$ cat src/gp_mem_pkg.sv
// Memory-side types and beat geometry: address, read beat, pixel word
`default_nettype none

package gp_mem_pkg;

   // ------------------------------------------------------------
   // Bus widths
   // ------------------------------------------------------------

   // Word address into external memory
   typedef logic [30:0]  mem_addr_t;

   // One read beat from the memory controller
   typedef logic [127:0] mem_beat_t;

   // One pixel word handed to the display side
   typedef logic [31:0]  pix_word_t;

   // ------------------------------------------------------------
   // Beat layout
   // ------------------------------------------------------------

   // Lowest 32 bits of a beat hold the earliest word
   localparam int WORDS_PER_BEAT = 4;

   // Two beats per request fill one buffer half of eight words
   localparam int BEATS_PER_REQ = 2;

endpackage

`default_nettype wire

$ cat src/gp_frame_pkg.sv
// Frame geometry: coordinate type, frame select field, x step per request
`default_nettype none

package gp_frame_pkg;

   // ------------------------------------------------------------
   // Coordinates
   // ------------------------------------------------------------

   // x or y position within the frame
   typedef logic [9:0] coord_t;

   // Pixels covered by one request
   localparam int X_STEP = 8;

   // ------------------------------------------------------------
   // Start code fields
   // ------------------------------------------------------------

   // Frame select lives in bits 27..22 of the start code
   localparam int FSEL_W   = 6;
   localparam int FSEL_LSB = 22;

   // Address layout from high bit to low
   //   6 zero bits, frame select, y, x/8 (7 bits), 2 zero bits

endpackage

`default_nettype wire

$ cat src/sync_fifo.sv
// Single-clock FIFO with a type parameter for its payload
`timescale 1ns/100ps
`default_nettype none

module sync_fifo #(
   parameter type T     = logic [31:0],
   parameter int  DEPTH = 4
) (
   input  wire  clk,
   input  wire  rst,
   input  wire  wr_en,
   input  wire  T wr_data,
   output logic full,
   input  wire  rd_en,
   output T     rd_data,
   output logic valid
);

   localparam int PTR_W = (DEPTH > 1) ? $clog2(DEPTH) : 1;
   localparam int CNT_W = $clog2(DEPTH + 1);

   T mem [DEPTH];

   logic [PTR_W-1:0] wr_ptr;
   logic [PTR_W-1:0] rd_ptr;
   logic [CNT_W-1:0] count;

   logic push;
   logic pop;

   assign full    = (count == CNT_W'(DEPTH));
   assign valid   = (count != '0);
   assign rd_data = mem[rd_ptr];

   assign push = wr_en && !full;
   assign pop  = rd_en && valid;

   // Payload storage
   always_ff @(posedge clk) begin
      if (push) begin
         mem[wr_ptr] <= wr_data;
      end
   end

   // ------------------------------------------------------------
   // Pointers and occupancy
   // ------------------------------------------------------------
   always_ff @(posedge clk) begin
      if (rst) begin
         wr_ptr <= '0;
         rd_ptr <= '0;
         count  <= '0;
      end else begin
         if (push) begin
            wr_ptr <= (wr_ptr == PTR_W'(DEPTH - 1)) ? '0 : wr_ptr + 1'b1;
         end
         if (pop) begin
            rd_ptr <= (rd_ptr == PTR_W'(DEPTH - 1)) ? '0 : rd_ptr + 1'b1;
         end
         // Simultaneous push and pop leaves count unchanged
         if (push && !pop) begin
            count <= count + 1'b1;
         end else if (pop && !push) begin
            count <= count - 1'b1;
         end
      end
   end

endmodule

`default_nettype wire

$ cat src/pixel_prefetch.sv
// Prefetch engine: request FSM, address generator, ping-pong pixel buffer, read pointer, discard
`timescale 1ns/100ps
`default_nettype none

module pixel_prefetch #(
   parameter int LINE_WIDTH = 800
) (
   input  wire                    clk,
   input  wire                    rst,
   input  wire                    start,
   input  wire [31:0]             start_code,
   input  wire                    abort,
   output logic                   af_wr_en,
   output gp_mem_pkg::mem_addr_t  af_addr,
   input  wire                    af_full,
   input  wire                    rdf_valid,
   input  wire gp_mem_pkg::mem_beat_t rdf_beat,
   output logic                   rdf_rd_en,
   output gp_mem_pkg::pix_word_t  pix_data,
   output logic                   pix_stall,
   input  wire                    pix_hold
);

   localparam int WPB       = gp_mem_pkg::WORDS_PER_BEAT;
   localparam int BPR       = gp_mem_pkg::BEATS_PER_REQ;
   localparam int PIX_W     = $bits(gp_mem_pkg::pix_word_t);
   localparam int BUF_WORDS = 2 * BPR * WPB;
   localparam int CNT_W     = 8;

   localparam gp_frame_pkg::coord_t X_LAST =
      gp_frame_pkg::coord_t'(LINE_WIDTH - gp_frame_pkg::X_STEP);

   typedef enum logic [2:0] {
      IDLE    = 3'd0,
      REQ_A   = 3'd1,
      BEATS_A = 3'd2,
      REQ_B   = 3'd3,
      BEATS_B = 3'd4
   } state_t;

   state_t state;

   logic [gp_frame_pkg::FSEL_W-1:0] fsel;
   gp_frame_pkg::coord_t            x;
   gp_frame_pkg::coord_t            y;

   gp_mem_pkg::pix_word_t pix_buf [BUF_WORDS];

   // rd_ptr is the last consumed slot, nxt_ptr the word on offer
   logic [3:0] rd_ptr;
   logic [3:0] nxt_ptr;
   logic [1:0] written;
   logic       beat_idx;
   logic       fill_half;

   logic [CNT_W-1:0] owed;
   logic [CNT_W-1:0] owed_next;
   logic [CNT_W-1:0] drop;

   logic consume;
   logic req_ok;
   logic beat_take;

   // ------------------------------------------------------------
   // Request side
   // ------------------------------------------------------------

   // Only refill a half once the reader has moved out of it
   assign req_ok = ((state == REQ_A) &&  rd_ptr[3]) ||
                   ((state == REQ_B) && !rd_ptr[3]);

   // Start and abort take priority over any push
   assign af_wr_en = req_ok && !af_full && !start && !abort;
   assign af_addr  = {6'b0, fsel, y, x[9:3], 2'b00};

   // ------------------------------------------------------------
   // Beat intake and stale-beat discard
   // ------------------------------------------------------------
   assign rdf_rd_en = rdf_valid;
   assign fill_half = (state == BEATS_B);
   assign beat_take = rdf_valid && (drop == '0) &&
                      ((state == BEATS_A) || (state == BEATS_B));

   always_comb begin
      owed_next = owed;
      if (af_wr_en) begin
         owed_next = owed_next + CNT_W'(BPR);
      end
      if (rdf_valid) begin
         owed_next = owed_next - 1'b1;
      end
   end

   // ------------------------------------------------------------
   // Read side
   // ------------------------------------------------------------
   assign nxt_ptr   = rd_ptr + 1'b1;
   assign pix_data  = pix_buf[nxt_ptr];
   assign pix_stall = !written[nxt_ptr[3]];
   assign consume   = !pix_stall && !pix_hold;

   // Buffer payload
   always_ff @(posedge clk) begin
      if (beat_take) begin
         for (int i = 0; i < WPB; i++) begin
            pix_buf[{fill_half, beat_idx, 2'(i)}] <= rdf_beat[i*PIX_W +: PIX_W];
         end
      end
   end

   // ------------------------------------------------------------
   // Control state
   // ------------------------------------------------------------
   always_ff @(posedge clk) begin
      if (rst) begin
         state    <= IDLE;
         fsel     <= '0;
         x        <= '0;
         y        <= '0;
         rd_ptr   <= 4'hf;
         written  <= 2'b00;
         beat_idx <= 1'b0;
         owed     <= '0;
         drop     <= '0;
      end else begin
         owed <= owed_next;

         // Whatever is still owed becomes stale on a restart or abort
         if (start || abort) begin
            drop <= owed_next;
         end else if (rdf_valid && (drop != '0)) begin
            drop <= drop - 1'b1;
         end

         if (start) begin
            fsel     <= start_code[gp_frame_pkg::FSEL_LSB +: gp_frame_pkg::FSEL_W];
            x        <= '0;
            y        <= '0;
            state    <= REQ_A;
            rd_ptr   <= 4'hf;
            written  <= 2'b00;
            beat_idx <= 1'b0;
         end else if (abort) begin
            state    <= IDLE;
            rd_ptr   <= 4'hf;
            written  <= 2'b00;
            beat_idx <= 1'b0;
         end else begin
            // Leaving a half frees it for the next fill
            if (consume) begin
               rd_ptr <= nxt_ptr;
               if (nxt_ptr[2:0] == 3'd7) begin
                  written[nxt_ptr[3]] <= 1'b0;
               end
            end

            case (state)
               REQ_A, REQ_B: begin
                  if (af_wr_en) begin
                     if (x == X_LAST) begin
                        x <= '0;
                        y <= y + 1'b1;
                     end else begin
                        x <= x + gp_frame_pkg::coord_t'(gp_frame_pkg::X_STEP);
                     end
                     state <= (state == REQ_A) ? BEATS_A : BEATS_B;
                  end
               end
               BEATS_A, BEATS_B: begin
                  if (beat_take) begin
                     beat_idx <= beat_idx + 1'b1;
                     if (beat_idx == 1'(BPR - 1)) begin
                        written[fill_half] <= 1'b1;
                        state <= (state == BEATS_A) ? REQ_B : REQ_A;
                     end
                  end
               end
               default: ;
            endcase
         end
      end
   end

endmodule

`default_nettype wire

$ cat src/gp_fetch_top.sv
// Pixel fetch top level: address FIFO, read-data FIFO and prefetch engine
`timescale 1ns/100ps
`default_nettype none

module gp_fetch_top #(
   parameter int LINE_WIDTH = 800,
   parameter int AF_DEPTH   = 4,
   parameter int RDF_DEPTH  = 4
) (
   input  wire                        clk,
   input  wire                        rst,
   input  wire                        start,
   input  wire [31:0]                 start_code,
   input  wire                        abort,
   output logic                       mem_addr_valid,
   output gp_mem_pkg::mem_addr_t      mem_addr,
   input  wire                        mem_addr_rd_en,
   input  wire                        mem_data_wr_en,
   input  wire gp_mem_pkg::mem_beat_t mem_data,
   output logic                       mem_data_full,
   output gp_mem_pkg::pix_word_t      pix_data,
   output logic                       pix_stall,
   input  wire                        pix_hold
);

   // Engine to address FIFO
   logic                  af_wr_en;
   gp_mem_pkg::mem_addr_t af_addr;
   logic                  af_full;

   // Read-data FIFO to engine
   logic                  rdf_valid;
   gp_mem_pkg::mem_beat_t rdf_beat;
   logic                  rdf_rd_en;

   // ------------------------------------------------------------
   // Request addresses toward memory
   // ------------------------------------------------------------
   sync_fifo #(
      .T     (gp_mem_pkg::mem_addr_t),
      .DEPTH (AF_DEPTH)
   ) addr_fifo (
      .clk     (clk),
      .rst     (rst),
      .wr_en   (af_wr_en),
      .wr_data (af_addr),
      .full    (af_full),
      .rd_en   (mem_addr_rd_en),
      .rd_data (mem_addr),
      .valid   (mem_addr_valid)
   );

   // ------------------------------------------------------------
   // Read beats from memory
   // ------------------------------------------------------------
   sync_fifo #(
      .T     (gp_mem_pkg::mem_beat_t),
      .DEPTH (RDF_DEPTH)
   ) data_fifo (
      .clk     (clk),
      .rst     (rst),
      .wr_en   (mem_data_wr_en),
      .wr_data (mem_data),
      .full    (mem_data_full),
      .rd_en   (rdf_rd_en),
      .rd_data (rdf_beat),
      .valid   (rdf_valid)
   );

   pixel_prefetch #(
      .LINE_WIDTH (LINE_WIDTH)
   ) prefetch (
      .clk        (clk),
      .rst        (rst),
      .start      (start),
      .start_code (start_code),
      .abort      (abort),
      .af_wr_en   (af_wr_en),
      .af_addr    (af_addr),
      .af_full    (af_full),
      .rdf_valid  (rdf_valid),
      .rdf_beat   (rdf_beat),
      .rdf_rd_en  (rdf_rd_en),
      .pix_data   (pix_data),
      .pix_stall  (pix_stall),
      .pix_hold   (pix_hold)
   );

endmodule

`default_nettype wire

$ cat config.mk
export PLATFORM = sky130hd
export DESIGN_NAME = gp_fetch_top
export DESIGN_NICKNAME = d
export VERILOG_FILES = /design/src/gp_mem_pkg.sv /design/src/gp_frame_pkg.sv /design/src/sync_fifo.sv /design/src/pixel_prefetch.sv /design/src/gp_fetch_top.sv
export SDC_FILE = /design/constraint.sdc
export NUM_CORES = 1
export LEC_CHECK = 0
export ABC_CLOCK_PERIOD_IN_PS = 21100
export BUFFER_PORTS_ARGS = -buffer_cell sky130_fd_sc_hd__buf_2
export CORE_MARGIN = 3
export CORE_UTILIZATION = 40
export CTS_CLUSTER_DIAMETER = 60
export DETAILED_ROUTE_END_ITERATION = 7
export PLACE_DENSITY_LB_ADDON = 0.12
export SLEW_MARGIN = 20
export SYNTH_ARGS = -nofsm -noshare
export SYNTH_HDL_FRONTEND = slang
export SYNTH_HIERARCHICAL = 1
export SYNTH_SLANG_ARGS = --single-unit
$ cat constraint.sdc
create_clock -name clk -period 21.1 [get_ports clk]
set_input_delay 4.22 -clock clk [delete_from_list [all_inputs] [get_ports clk]]
set_output_delay 4.22 -clock clk [all_outputs]
set_load 0.1 [all_outputs]
==> summary.md <==
| Metric | Value |
|---|---|
| Layout fillers | 9435 |
| WP data arrival | 5150 ps |
| Worst-margin pin slew | 1090 ps |
| Top Ports | between 200 and 250 |
| Placed Area | 48700 µm² |
| DRC errors left | 0 |
| Int Pwr | 4.62 mW |
| Layout cells sized above 1 | 0.305 |
| Multi-input gate area | approximately 9500 µm² |
| Maxcap violations | 0 |
| Sequential area share after synthesis | 0.780 |
| Non-Filler Instances | just under 4000 |
| Period minus WS final | about 9400 ps |
| Worst IR Drop VDD | 0.0000637 V |
| Initial antenna violation count | 38 |
| Die H | around 340 µm |
| Class of the most critical setup path | flop to primary output |
| Top_reg_cell synth | edfxtp_1 |
| Seq pwr share | 0.481 |
| Post-CTS Hold Fix Bufs | 0 |
| Worst stage delay on the critical path | between 800 and 900 ps |
| Count of buffers from port buffering | 206 |
| GRT Overall Usage | 0.162 |
| Row count | 123 |
| Net Switching | 1.63 mW |
| Clk sinks | 1215 |
| CTS tree | yes |
| Area growth, synth to finish | 15.5% |
| Commonest non-fill, non-tap cell in the layout | edfxtp_1 |
| First-pass GRT wire length | approximately 140000 µm |
| Starting Density | 0.406 |
| Final WL | between 90000 and 100000 µm |
| FF/Latch Area | 35800 µm² |
| Clock Pin Slew Worst Setup and Hold Paths | 60 ps |
| Most Crowded Layer GR | met2 |
| Setup TNS | 0 ps |
| Synth async-reset ratio | 0 |
| HPWL after DPL | 53000 µm |
| Final-report setup violation count | 0 |
| Sw Ratio | 0.261 |
| Synth area leaders | edfxtp_1, mux4_2, dfxtp_1 |
| Synthesized area | 45900 µm² |
| Vias in the first global route | between 20000 and 25000 |
| GP Congestion | around 0.73 |
| Clock skew | roughly 22 ps |
| Max-slew headroom | 0.267 |
| Placed cell count | 3720 |
| 1st-pass router iterations | 5 |
| Via density | ~5.3 |
| Yosys top cell area share | 0.750 |
| CTS root buffer | clkbuf_16 |
| Die Area | 119000 µm² |
| Die Width | around 340 µm |
| Post-cts sizing count | 0 |
| Min-delay worst type | flop to flop |
| Worst-Skew Late Latency | 730 ps |
| Commonest non-fill, non-tap cells in the layout | edfxtp_1, mux4_2, buf_2, clkbuf_16, nand2_1 |
| Synth warnings | 6 |
| Syn avg cell area | 22.0 µm² |
| Fmax achieved | 0.107 GHz |
| Clock power frac | 0.365 |
| Gate Count Post-Synth | 2086 |
| Flops & latches, synth | 1215 |
| Gr ovfl total | 0 |
| PD cells | between 100 and 150 nW/µm² |
| CP required | 16880 ps |
| Hold Fails Final Rpt | 0 |
| Buffer count from post-CTS setup fixing | 0 |
| Synth area leader | edfxtp_1 |
| Iter 0 DRT Violations | roughly 1300 |
| Comb power frac | 0.154 |
| Routed length per instance | around 24 µm |
| Finished Cell Area | around 53000 µm² |
| Core area | about 110000 µm² |
| Crit-path most repeated cell | buf_4 |
| M2 GR Usage | 0.279 |
| Status | finished, final reports clean |
| Post-synth cell types | 61 |
| Final period util | 0.444 |
| Total power draw | roughly 6.2 mW |
| Post-synth EDFFs | between 1000 and 1500 |
| P_leak | 17.1 nW |
| Fin. max-slew vios | 0 |
| RSZ-0062 raised after global routing | false |
| Worst setup SP type | flop |
| Routed Antenna Nets | 0 |
| Crit path max fanout | 55 |
| Largest net degree at the start of global routing | 129 |
| CP cell instances | inv_1 -> ha_4 -> buf_4 -> buf_4 -> mux4_2 -> nand2_1 -> a31oi_1 -> buf_2 |
| Num CTS Buffers | 138 |
| Longest Clk Path Bufs | 3 |
| Met3 Usage GRT | 0.0433 |
| Final #Nets | 2548 |
| H-tree depth | 4 |
| Endpoint type of the worst setup path | primary output |
| Critical-path top delay cell | buf_4 |
| Routing usage on met1 | 0.202 |
| Routed vias | 20900 |
## cell type report
type | count | share of cell area
timing repair buffer | 235 | 0.0245
multi-input combinational | 749 | 0.180
clock buffer | 180 | 0.0702
antenna | 13 | 0.000613
clock inverter | 67 | 0.0126
sequential | 1215 | 0.675
inverter | 21 | 0.00229
tap | 1500 | 0.0354
## sequential cells by signal (all words and copies together), names as in the netlist, named ones only
name / cells
data_fifo/mem: 512
prefetch/pix_buf: 512
addr_fifo/mem: 124
prefetch/y: 10
prefetch/drop: 8
prefetch/owed: 8
prefetch/x: 7
prefetch/fsel: 6
prefetch/rd_ptr: 4
addr_fifo/count: 3
data_fifo/count: 3
prefetch/state: 3
addr_fifo/rd_ptr: 2
addr_fifo/wr_ptr: 2
data_fifo/rd_ptr: 2
data_fifo/wr_ptr: 2
prefetch/written: 2
prefetch/beat_idx: 1
## worst max-delay path: cells and delay by family (launching register included)
kind	cells	cell delay, ps
multiplexers	1	350
AO/OA/AOI/OAI	1	510
buffers and inverters	4	2210
flip-flops	1	660
AND/OR/NAND/NOR	1	60
adder cells (fa/ha/maj)	1	520
## metal layers
metal	up-vias	share of wire
met5	-	0.0014
met4	20	0.022
met3	186	0.055
met2	382	0.51
met1	11100	0.41
li1	9236	-
## power by group through the flow
| stage | registers [mW] | logic, mW | clock network [mW] |
|---|---|---|---|
| after floorplan | 3.02 | 0.778 | 0 |
| after global placement | 3.05 | 0.971 | 0 |
| after detailed placement | 3.06 | 0.991 | 0 |
| after CTS | 3.01 | 0.992 | 2.35 |
| after global routing | 3.02 | 1.05 | 2.45 |
| final | 3.00 | 0.962 | 2.28 |
## stage by stage
stage / worst slack [ps] / utilization / hold WS (ps)
floorplan: 6530 / - / 459
global placement: 12380 / 0.430 / 469
detailed placement: 12360 / 0.430 / 490
CTS: 11540 / 0.468 / 503
global route: 11390 / 0.468 / 525
finish: 11730 / 0.469 / 499
## cell families (layout without fill, tap and decap cells)
group | after synthesis | after routing | share of synthesized area
XOR/XNOR | 43 | 43 | 0.00820
flip-flops | 1215 | 1215 | 0.780
AO/OA/AOI/OAI | 122 | 122 | 0.0177
other | 1 | 21 | 0.0000816
buffers and inverters | 129 | 503 | 0.0160
AND/OR/NAND/NOR | 252 | 252 | 0.0283
multiplexers | 303 | 303 | 0.144
adder cells (fa/ha/maj) | 21 | 21 | 0.00605
## cells in the mapped netlist (9+ instances only)
cell type and number:
nor2_1 45, a21oi_1 19, and3_1 11, a211oi_1 41, mux4_2 287, ha_1 19, dfxtp_1 67, inv_1 16
or3_1 14, xnor2_1 16, xor2_1 27, nand2_1 87, clkbuf_1 45, buf_6 17, and2_1 34, edfxtp_1 1148
buf_2 29, mux2i_1 14, a31oi_1 32, buf_4 13, o21ai_0 15, nand4_1 11, nand3_1 9
## worst paths after layout
check / startpoint / to / slack (ps) / cells after the start
worst max register to register: prefetch/drop[0]$_SDFFE_PP0P_ / prefetch/pix_buf[2][15]$_DFFE_PP_ / 15990 / 7
worst min-delay path: addr_fifo/rd_ptr[0]$_SDFFE_PP0P_ / flop / 500 / 2
worst max-delay path: prefetch/rd_ptr[0]$_SDFFE_PP1P_ / pix_data[26] / 11730 / 8
worst min register to register: addr_fifo/rd_ptr[0]$_SDFFE_PP0P_ / flop / 500 / 2
Note: power is estimated with default switching activity, not from simulation.
